File: src/verilog/cache_defines.svh
`ifndef CACHE_DEFINES_SVH
`define CACHE_DEFINES_SVH

//////////////////////////////////////////////////
// Cache geometry
//////////////////////////////////////////////////
`define CACHE_LINES 64
`define LINE_WORDS 8
`define TAG_W 21
`define INDEX_W 6
`define OFFSET_W 3

//////////////////////////////////////////////////
// Main memory geometry
//////////////////////////////////////////////////
`define MEM_ADDR_W 13
`define MEM_WORDS 8192

`endif

File: src/verilog/cache_addr_pkg.sv
`include "cache_defines.svh"

package cache_addr_pkg;

    // Data word and processor byte address
    typedef logic [31:0] word_t;
    typedef logic [31:0] cpu_addr_t;

    // Fields of a byte address
    typedef logic [`TAG_W-1:0] tag_t;
    typedef logic [`INDEX_W-1:0] index_t;
    typedef logic [`OFFSET_W-1:0] offset_t;

    // Data store address, index above offset
    typedef logic [`INDEX_W+`OFFSET_W-1:0] data_addr_t;

    // Main memory word address
    // low tag bits, then index, then offset
    typedef logic [`MEM_ADDR_W-1:0] mem_addr_t;

endpackage

File: src/verilog/line_writeback.sv
`timescale 1ns/1ps
`include "cache_defines.svh"

module line_writeback
    import cache_addr_pkg::*;
(
    input  logic      clk,
    input  logic      rst,
    input  logic      start,
    input  mem_addr_t line_base,

    // Data store read side
    output offset_t   data_offset,
    input  word_t     data_dout,

    // Main memory port A
    output mem_addr_t mem_addr,
    output word_t     mem_din,
    output logic      mem_we,
    output logic      done
);

    localparam offset_t LAST_WORD = offset_t'(`LINE_WORDS - 1);

    logic    busy;
    offset_t word_cnt;

    //////////////////////////////////////////////////
    // Word counter
    //////////////////////////////////////////////////
    always_ff @(posedge clk) begin
        if (rst) begin
            busy <= 1'b0;
            word_cnt <= '0;
        end else if (start) begin
            busy <= 1'b1;
            word_cnt <= '0;
        end else if (busy) begin
            word_cnt <= word_cnt + 1'b1;
            if (word_cnt == LAST_WORD) begin
                busy <= 1'b0;
            end
        end
    end

    // Data store read is combinational, so each word goes out the same cycle
    assign data_offset = word_cnt;
    assign mem_addr    = {line_base[`MEM_ADDR_W-1:`OFFSET_W], word_cnt};
    assign mem_din     = data_dout;
    assign mem_we      = busy;

    // Last word
    assign done = busy && (word_cnt == LAST_WORD);

    start_when_idle: assert property (@(posedge clk) disable iff (rst)
        start |-> !busy)
        else $error("line_writeback: start while busy");

endmodule

File: config.mk
export PLATFORM = sky130hd
export DESIGN_NAME = line_writeback
export DESIGN_NICKNAME = d
export VERILOG_FILES = /design/src/verilog/cache_addr_pkg.sv /design/src/verilog/line_writeback.sv
export VERILOG_INCLUDE_DIRS = /design/src /design/src/verilog
export SDC_FILE = /design/constraint.sdc
export NUM_CORES = 1
export LEC_CHECK = 0
export BUFFER_PORTS_ARGS = -buffer_cell sky130_fd_sc_hd__clkbuf_2
export CAP_MARGIN = 20
export CORE_MARGIN = 4
export CORE_UTILIZATION = 25
export DETAILED_ROUTE_END_ITERATION = 6
export GPL_TIMING_DRIVEN = 0
export PLACE_DENSITY = 0.9
export SYNTH_ARGS = -nofsm -noshare
export SYNTH_HDL_FRONTEND = slang
export SYNTH_SLANG_ARGS = --single-unit
File: constraint.sdc
create_clock -name clk -period 1.3 [get_ports clk]
set_clock_uncertainty 0.05 [all_clocks]
set_input_delay 0.065 -clock clk [delete_from_list [all_inputs] [get_ports clk]]
set_output_delay 0.065 -clock clk [all_outputs]
set_load 0.1 [all_outputs]
### After elaboration in Yosys (flattened, before gate mapping)

Index checks and enable logic that the tools add are counted.

* bits in registers: 4
* bits in latches: 0
* memory bits (writable): 0
* bits in read-only memories: 0
* input port bits: 48
* output and inout port bits: 50
* logic and storage cells: 9
* memories: 0

* $add $sub $neg: 1
* multipliers: 0
* div/mod/pow operators: 0
* $lt $le $gt $ge: 0
* eq/ne operators: 1
* shifts and indexed selects: 0
* multiplexer cells: 3
* bitwise logic cells: 0
* reduce and logical (&&, ||, !) cells: 2

Operator list (number)
* $add A3 B1 Y3 const B: 1
* $eq A3 B3 Y1 const B: 1
* $mux W1: 3
* $reduce_or A2 Y1: 1
* $logic_and A1 B1 Y1: 1

### Longest topological paths before layout

* word-level depth: 4
* gate-level depth with buffers: 4
* gate-level depth less buffers: 4

### Worst setup path before layout

OpenSTA, ideal clock, no wires.

* path type: register -> output
* start point: register word_cnt[0] (netlist: data_offset[0])
* end point: output port done
* arrival: 1866 ps
* required time: 1185 ps
* path slack: -681 ps
* stages on the path, launching flop included: 4
* buffers on the path: 0
* cells stage by stage: dfxtp_1 -> ha_1 -> ha_1 -> and2_2

* cells in the longest elaborated chain, start to end: 2

RTL lines
* start: declaration: RTL line line_writeback.sv:26 `offset_t word_cnt;`
* start signal: assignment: RTL line line_writeback.sv:39 `word_cnt <= word_cnt + 1'b1;`
* $eq A3 B3 Y1: RTL line line_writeback.sv:53 `assign done = busy && (word_cnt == LAST_WORD);`
* $logic_and A1 B1 Y1: RTL line line_writeback.sv:53
* end: declaration: RTL line line_writeback.sv:20 `output logic done`

No other way between the ends.

### Final worst setup path

* start point: register word_cnt[1] (netlist: data_offset[1])
* end point: output port done

The elaborated chain is that of the path after synthesis.

==> flow_summary.ini <==
[synthesis]
syn_avg_cell_area_um2 = 8.43
ys_types = 11
yosysTopAreaCell = buf_4
synth_area_leaders = buf_4 66%, dfxtp_1 16%, ha_1 4.9%
synthesis.nets = 111
ys_seq_area_frac = 0.156
yosysTopAreaCellShare = 0.657
syn_inst = 61
synth_warnings = 0
ys_ff_latch = 4
synth_area_um2 = 514

[clocking]
cts_htree_levels = 1
clk_pin_slew_ps = 40
cts_tree = done
clock_latency_ps = 240
clkSinkCount = 4
cts_root_buf = clkbuf_4
cts_buffer_depth = 2
numCtsBuffers = 3

[grt]
grt_pass1_vias = 487
grt_pass1_wl_um = 2080
antenna_found_initial = 0
grt_use_total = 0.108
grt_max_degree = 7
grt.overflow.total = 0

[final_layout]
area_delta_synth_final_pct = 80.5
n_antenna_cell = 0
utilization = 0.473
final_cells = 148
fin_nets = 172
fin_area_um2 = 928
drive_gt1_frac = 0.909

[setup_path]
arrival_ps = 1250
crit_type = reg2out
crit_slowest_cell = dfxtp_4
rrSetupSlack_ps = 200
cp-end-kind = output pin
cp-start-kind = flop
cp_num_buf_inv = 1
crit_chain = ha_4 -> ha_4 -> and2_4 -> clkbuf_16
cp_common_cell = ha_4
cp_slowest_stage_delay_ps = 350
cp_top_family = flip-flops
crit_required_ps = 1190
worstPathMaxFanout = 3

[routing]
dr.pass1.iters = 3
dr.first_iter.drc_count = 3
vias_per_cell = 3.55
wl_per_cell_um = 10.9
drc = 0
wl_um = 1610
vias = 526
ant_nets = 0

[die]
die_h_um = 53.4
coreArea_mm2 = 0.00196
row_count = 16
ios = 98
die_x_um = 53.4
start_util = 0.262
dieArea_mm2 = 0.00285

[sta]
rsz0062_at_grt = true
min_period_ps = 1370
max_freq_ghz = 0.732
timing.hold.ws_ps = 507
worst_slack_ps = -65.8
worstMarginPinSlew_ps = 553
relSlewSlack = 0.633
finalSetupViolations = 1
finalHoldViolations = 0
fin_crit_sh = 1.05
slew_violations = 0

[placement]
place_area_um2 = 835
placedCellCount = 140
io_buffers = 52
post-place-ws_ps = -16.3
place_congestion = 0.594

[min_path]
hold_class = reg2reg

[pwr]
leakage_nw = 0.556
p_per_area_mw_per_mm2 = 1130
worst_ir_drop_vdd_v = 0.000628

[status]
status = complete, but fails checks
violations = setup timing

[flow_run]
drv_cap = 0
[kinds of logic (layout without fill, tap and decap cells)]
kind of cell	count (synthesis)	count (layout)	share of synthesized area
adder cells (fa/ha/maj)	2	2	0.0487
multiplexers	2	2	0.0389
flip-flops	4	4	0.156
AND/OR/NAND/NOR	5	5	0.0657
buffers and inverters	46	106	0.664
XOR/XNOR	1	1	0.0170
AO/OA/AOI/OAI	1	1	0.00972
[layout make-up]
type | count | area [um^2]
Inverter | 1 | 3.75
Buffer | 45 | 338
Fill cell | 197 | 1030
Clock buffer | 4 | 26.3
Tap cell | 27 | 33.8
Multi-Input combinational cell | 11 | 119
Sequential cell | 4 | 92.6
Timing Repair Buffer | 56 | 315
[per-stage QoR]
stage / setup TNS (ps) / power [mW]
4_1_cts: -58.6 / 1.06
6_report: -65.8 / 1.05
3_5_place_dp: -16.3 / 0.872
3_3_place_gp: -2.75 / 0.867
2_1_floorplan: 0 / 0.798
5_1_grt: -104 / 1.09
[cells in the final DEF (no fill, tap or decap), types with 2 or more instances in the layout]
cell type	n
buf_4	47
nor3_1	2
clkbuf_2	50
mux2i_1	2
dlygate4sd3_1	2
ha_4	2
dfxtp_4	3
clkbuf_4	3
[worst paths after layout]
| kind | depth (start not counted) | start | endpoint |
|---|---|---|---|
| max | 4 | data_offset[1] | done |
| min | 2 | mem_we | mem_we |
| max reg2reg | 4 | data_offset[1] | data_offset[2] |
| min reg2reg | 2 | mem_we | mem_we |
[synth_stat cells]
cell type / count
xnor2_1: 1
dfxtp_1: 4
nor3_2: 1
a21oi_1: 1
inv_1: 1
mux2i_1: 2
and2_2: 1
buf_4: 45
nand2b_1: 1
ha_1: 2
nor3_1: 2
[worst min-delay path, delay by kind of cell, from the launching register on]
kind | cells | cell delay (ps)
AO/OA/AOI/OAI | 1 | 70
AND/OR/NAND/NOR | 1 | 90
flip-flops | 1 | 350
[power by group]
group | switching, mW | total (mW) | internal [mW]
logic | 0.603 | 0.745 | 0.142
clock network | 0.0581 | 0.174 | 0.116
registers | 0.00676 | 0.130 | 0.123
total | 0.668 | 1.05 | 0.381
[what timing repair did]
| item | 4_1_cts | 5_1_grt |
|---|---|---|
| resized for setup | 5 | 1 |
| pin swaps | 0 | 0 |
| setup endpoints to repair | 1 | 2 |
| endpoints found under the hold margin | 2 | 0 |
| buffers inserted | 2 | 0 |
| cloned | 0 | 0 |
| hold buffers | 2 | 0 |
[state kept, by name, summed over array words and instances (netlist names)]
name / cells
data_offset: 3
mem_we: 1
[layer usage]
layer,share of wire,vias to the layer above,GRT usage
met4,0.027,0,0.0894
met1,0.27,201,0.0914
li1,-,264,-
met2,0.57,57,0.208
met3,0.14,4,0.0225
met5,0,-,0
(Power assumes the default switching activity.)
