## src/verilog/cache_defines.svh

```systemverilog
`ifndef CACHE_DEFINES_SVH
`define CACHE_DEFINES_SVH

//////////////////////////////////////////////////
// Cache geometry
//////////////////////////////////////////////////
`define CACHE_LINES 64
`define LINE_WORDS 8
`define TAG_W 21
`define INDEX_W 6
`define OFFSET_W 3

//////////////////////////////////////////////////
// Main memory geometry
//////////////////////////////////////////////////
`define MEM_ADDR_W 13
`define MEM_WORDS 8192

`endif

```

## src/verilog/cache_addr_pkg.sv

```systemverilog
`include "cache_defines.svh"

package cache_addr_pkg;

    // Data word and processor byte address
    typedef logic [31:0] word_t;
    typedef logic [31:0] cpu_addr_t;

    // Fields of a byte address
    typedef logic [`TAG_W-1:0] tag_t;
    typedef logic [`INDEX_W-1:0] index_t;
    typedef logic [`OFFSET_W-1:0] offset_t;

    // Data store address, index above offset
    typedef logic [`INDEX_W+`OFFSET_W-1:0] data_addr_t;

    // Main memory word address
    // low tag bits, then index, then offset
    typedef logic [`MEM_ADDR_W-1:0] mem_addr_t;

endpackage

```

## src/verilog/line_fill.sv

```systemverilog
`timescale 1ns/1ps
`include "cache_defines.svh"

module line_fill
    import cache_addr_pkg::*;
(
    input  logic      clk,
    input  logic      rst,
    input  logic      start,
    input  mem_addr_t line_base,

    // Main memory port A
    output mem_addr_t mem_addr,
    input  word_t     mem_dout,

    // Data store write side
    output offset_t   data_offset,
    output word_t     data_din,
    output logic      data_we,
    output logic      done
);

    localparam offset_t LAST_WORD = offset_t'(`LINE_WORDS - 1);

    logic    busy;
    offset_t word_cnt;
    logic    wr_valid;
    offset_t wr_offset;

    // Address phase
    always_ff @(posedge clk) begin
        if (rst) begin
            busy <= 1'b0;
            word_cnt <= '0;
        end else if (start) begin
            busy <= 1'b1;
            word_cnt <= '0;
        end else if (busy) begin
            word_cnt <= word_cnt + 1'b1;
            if (word_cnt == LAST_WORD) begin
                busy <= 1'b0;
            end
        end
    end

    // Memory data lands one cycle after its address
    always_ff @(posedge clk) begin
        if (rst) begin
            wr_valid <= 1'b0;
        end else begin
            wr_valid <= busy;
        end
    end

    always_ff @(posedge clk) begin
        wr_offset <= word_cnt;
    end

    assign mem_addr    = {line_base[`MEM_ADDR_W-1:`OFFSET_W], word_cnt};
    assign data_offset = wr_offset;
    assign data_din    = mem_dout;
    assign data_we     = wr_valid;
    assign done        = wr_valid && (wr_offset == LAST_WORD);

    // A new fill may only start once the previous one has written its last word
    start_when_idle: assert property (@(posedge clk) disable iff (rst)
        start |-> !busy && !wr_valid)
        else $error("line_fill: start while busy");

endmodule

```

## config.mk

```make
export PLATFORM = sky130hd
export DESIGN_NAME = line_fill
export DESIGN_NICKNAME = d
export VERILOG_FILES = /design/src/verilog/cache_addr_pkg.sv /design/src/verilog/line_fill.sv
export VERILOG_INCLUDE_DIRS = /design/src /design/src/verilog
export SDC_FILE = /design/constraint.sdc
export NUM_CORES = 1
export LEC_CHECK = 0
export BUFFER_PORTS_ARGS = -buffer_cell sky130_fd_sc_hd__buf_2
export CORE_MARGIN = 2
export CORE_UTILIZATION = 25
export CTS_CLUSTER_SIZE = 10
export DETAILED_ROUTE_END_ITERATION = 10
export GPL_ROUTABILITY_DRIVEN = 1
export GPL_TIMING_DRIVEN = 0
export HOLD_SLACK_MARGIN = 0.05
export PLACE_DENSITY = 0.74
export SLEW_MARGIN = 30
export SYNTH_ARGS = -nofsm -noshare
export SYNTH_HDL_FRONTEND = slang
export SYNTH_SLANG_ARGS = --single-unit
```

## constraint.sdc

```tcl
create_clock -name clk -period 2.1 [get_ports clk]
set_input_delay 0.315 -clock clk [delete_from_list [all_inputs] [get_ports clk]]
set_output_delay 0.315 -clock clk [all_outputs]
set_load 0.05 [all_outputs]
```

# [After elaboration in Yosys (flattened, before gate mapping)]
# Cells that the tools add are included.
[totals] reg_bits=8 input_bits=48 out_inout_bits=50 wordCells=12
[classes] n_addsub=1 eq_ne=2 n_mux=3 n_reduce_logical=2
[ops] op="3-bit == test, second input constant" count=2
[ops] op="3-bit by 1-bit adder with 3-bit output, second input constant" count=1
[ops] op="1-bit 2-to-1 mux" count=3
[ops] op="2-bit OR reduction" count=1
[ops] op="1-bit logical AND" count=1

# [Depth between registers and ports, before layout]
[logic_depth] ltp_word=4 ltp_mapped=4 ltp_nobuf=4

# [Worst setup path before layout]
# No wires, ideal clock.
[synth_path] path_type="register to output" startpoint="register wr_offset[0], in the netlist data_offset[0]" endpoint="output port done" arrival_ns=1.185 required_ns=1.785 setup_slack_ns=0.600 path_stages_with_launch=2 path_buffers=0 cell_sequence="dfxtp_1 -> and4_1"
[synth_via] elab_chain_len=2
[synth_lines] element="start: declaration" line="line_fill.sv:28" text="offset_t wr_offset;"
[synth_lines] element="start signal: assignment" line="line_fill.sv:56" text="wr_offset <= word_cnt;"
[synth_lines] element="3-bit == test" line="line_fill.sv:63" text="assign done = wr_valid && (wr_offset == LAST_WORD);"
[synth_lines] element="1-bit logical AND" line="line_fill.sv:63"
[synth_lines] element="end: declaration" line="line_fill.sv:20" text="output logic done"
# No other way between the ends.

# [Worst setup path in the final report]
[layout_path] startpoint="register wr_offset[2], in the netlist data_offset[2]" endpoint="output port done"
# Same word-level chain as after synthesis.

==> impl_metrics.csv <==
group,metric,value,unit
run_status,status,"finished clean",
clock_network,clockRootBuffer,"clkbuf_4",
cells_and_area,final_area,897,um2
route,post_drt_wl_per_cell,8.40,um
route,drt_first_pass_iters,2,
floorplanning,rows,17,
route,num_vias,542,
setup_path,ff2ff_setup_slack,1000,ps
synthesis,synth_area,579,um2
cells_and_area,area_delta_synth_final,54.9,%
power_and_ir_drop,switchingPower,245,uW
power_and_ir_drop,ir_worst_vdd,0.245,mV
timing,setup_viol,0,
timing,maxSlewHeadroom,83.0,%
setup_path,regToRegStartpoint,"word_cnt[0]",
synthesis,synth-edff-count,0,
cells_and_area,fill_cells,218,
power_and_ir_drop,power.internal,307,uW
worst_hold_path,min-delay-start,"start",
floorplanning,initial_core_util,26.4,%
synthesis,yosys_warnings,0,
setup_path,cp-start-kind,"flip-flop",
global_routing,track_usage,8.43,%
job,drv_cap,0,
global_routing,grt_pass1_wl,1630,um
power_and_ir_drop,p_leak,0.000547,uW
worst_hold_path,hp-class,"in -> reg",
global_routing,antenna_found_initial,0,
setup_path,end_kind,"output port",
floorplanning,die-area,2720,um2
clock_network,clock-sinks,8,
timing,rsz0062_at_grt,"false",
timing,finalClockSkew,4.08,ps
clock_network,h-tree-depth,1,
power_and_ir_drop,switching_share,44.4,%
setup_path,arrival,1040,ps
synthesis,ys_async_sr_fraction,0,%
setup_path,cp_top_family,"flip-flops",
synthesis,seq_area_frac_synth,27.6,%
synthesis,synth_most_common_cell,"buf_4",
synthesis,synth_top_area_share,54.4,%
power_and_ir_drop,power_frac_seq,29.2,%
setup_path,crit_type,"reg -> out",
clock_network,cts_hold_buffers,0,
worst_hold_path,worstHoldPathCells,2,
timing,hold_violations,0,
synthesis,ys_types,12,
cells_and_area,insertedDiodeCount,0,
timing,period_share,64.5,%
global_routing,grt_pass1_vias,411,
worst_hold_path,hold_end,"word_cnt[0]",
placed_design,portBuffers,52,
placed_design,routabilityCongestion,0.763,
power_and_ir_drop,pwr-share-comb,49.8,%
cells_and_area,drive_gt1_share,83.1,%
setup_path,cp_max_fo,2,
clock_network,clk_latency,250,ps
setup_path,cp.required,1780,ps
synthesis,synth_nets,113,
synthesis,ys_ff_latch,8,
setup_path,critPathSlowestCell,"dfxtp_1",
route,vias_per_cell,3.71,
timing,slew_violations,0,
floorplanning,ios,98,
floorplanning,die_x,52.1,um
timing,setup_tns,0,ps
clock_network,cts_buffers,3,
floorplanning,core,2190,um2
power_and_ir_drop,pwr-share-clk,21.0,%
global_routing,grt_max_degree,6,
timing,fmax,738,MHz
floorplanning,die_h,52.1,um
clock_network,path_clk_slew,50,ps
timing,fin_crit,1350,ps
synthesis,synthCells,63,
setup_path,path_buf_inv,1,
clock_network,cts_setup_buffers,0,
setup_path,worstReg2RegEnd,"word_cnt[2]",
route,route.detailed.drc,0,
setup_path,reg2reg_depth,4,
route,ant_nets,0,
synthesis,syn_avg_cell_area,9.20,um2
synthesis,synth_commonest_cells,"42 x buf_4, 8 x dfxtp_1, 2 x ha_1, 2 x mux2i_1, 2 x nor3_1",
clock_network,clockBufferDepth,2,
timing,tightest_slew,257,ps
clock_network,cts_tree,"built",
route,drt-total-wl,1230,um
cells_and_area,nets,170,
route,drt-initial-drc-count,2,
power_and_ir_drop,total_power,552,uW
placed_design,place_area,875,um2
setup_path,slowest_delay,330,ps
clock_network,post_cts_resized,0,
setup_path,timing.critical_path.from,"data_offset[2]",
synthesis,synthTopCellsByArea,"buf_4 54%, dfxtp_1 28%, ha_1 4.3%",
setup_path,cp_cell_sequence,"and4_1, buf_2",
synthesis,synth_top_area_cell,"buf_4",
synthesis,synth_ff_type,"dfxtp_1",
global_routing,grt-ovfl-total,0,
power_and_ir_drop,p_per_area,615,nW/um2
-- layout by cell type, fill, tap and decap left out --
cell type / count
buf_2: 52
buf_4: 42
dfxtp_1: 8
clkbuf_4: 3
mux2i_1: 2
nor3_1: 2
ha_1: 2
and4_1: 1
inv_1: 1
nand2b_1: 1
a21oi_1: 1
nor2b_1: 1
xnor2_1: 1
nor3_2: 1
-- state kept, by name (all words and copies together) (netlist names) --
| name | flops |
|---|---|
| data_offset | 3 |
| word_cnt | 3 |
| busy | 1 |
| data_we | 1 |
-- power by group through the flow --
stage / sequential [uW] / clock (uW) / combinational, uW
after floorplan: 176 / 0 / 222
after global placement: 164 / 0 / 276
after detailed placement: 165 / 0 / 277
after CTS: 161 / 119 / 277
after global routing: 162 / 126 / 286
final: 161 / 116 / 275
-- worst max-delay path by stage --
stage	endpoint	slack, ps	depth (start not counted)
after floorplan	done	600	1
after global placement	word_cnt[2]	1020	4
after detailed placement	word_cnt[2]	990	4
after CTS	done	740	2
after global routing	done	710	2
final	done	750	2
-- through the flow --
| step | hold WS [ps] | cells | util (%) | setup slack, ps |
|---|---|---|---|---|
| CTS | 273 | 146 | 40.9 | 744 |
| detailed placement | 384 | 143 | 39.9 | 987 |
| global route | 276 | 146 | 40.9 | 712 |
| finish | 276 | 146 | 40.9 | 745 |
| floorplan | 384 | 63 | - | 600 |
| global placement | 379 | 143 | 39.9 | 1020 |
-- layer usage --
metal	global-route usage, %	vias to the layer above	part of all wire, %
met2	15.0	53	52
met4	5.13	0	0.57
met1	6.97	221	27
met3	5.17	2	20
met5	0	-	0
li1	-	266	-
-- logic make-up (layout without fill, tap and decap cells) --
group / count (synthesis) / after routing / synth area share (%)
buf+inv: 43 / 98 / 55.1
flops: 8 / 8 / 27.6
simple gates: 6 / 6 / 7.13
fa+ha+maj: 2 / 2 / 4.32
mux: 2 / 2 / 3.46
compound gates: 1 / 1 / 0.863
xor+xnor: 1 / 1 / 1.51
-- final cells by class --
cell class / instances / area (um2) / share of cell area, %
timing repair buffer: 52 / 260 / 29.0
clock buffer: 3 / 22.5 / 2.51
inverter: 1 / 3.75 / 0.418
buffer: 42 / 315 / 35.1
multi-input combinational: 12 / 100 / 11.2
tap: 28 / 35.0 / 3.91
sequential: 8 / 160 / 17.9
Power figures use the tool's default switching activity.
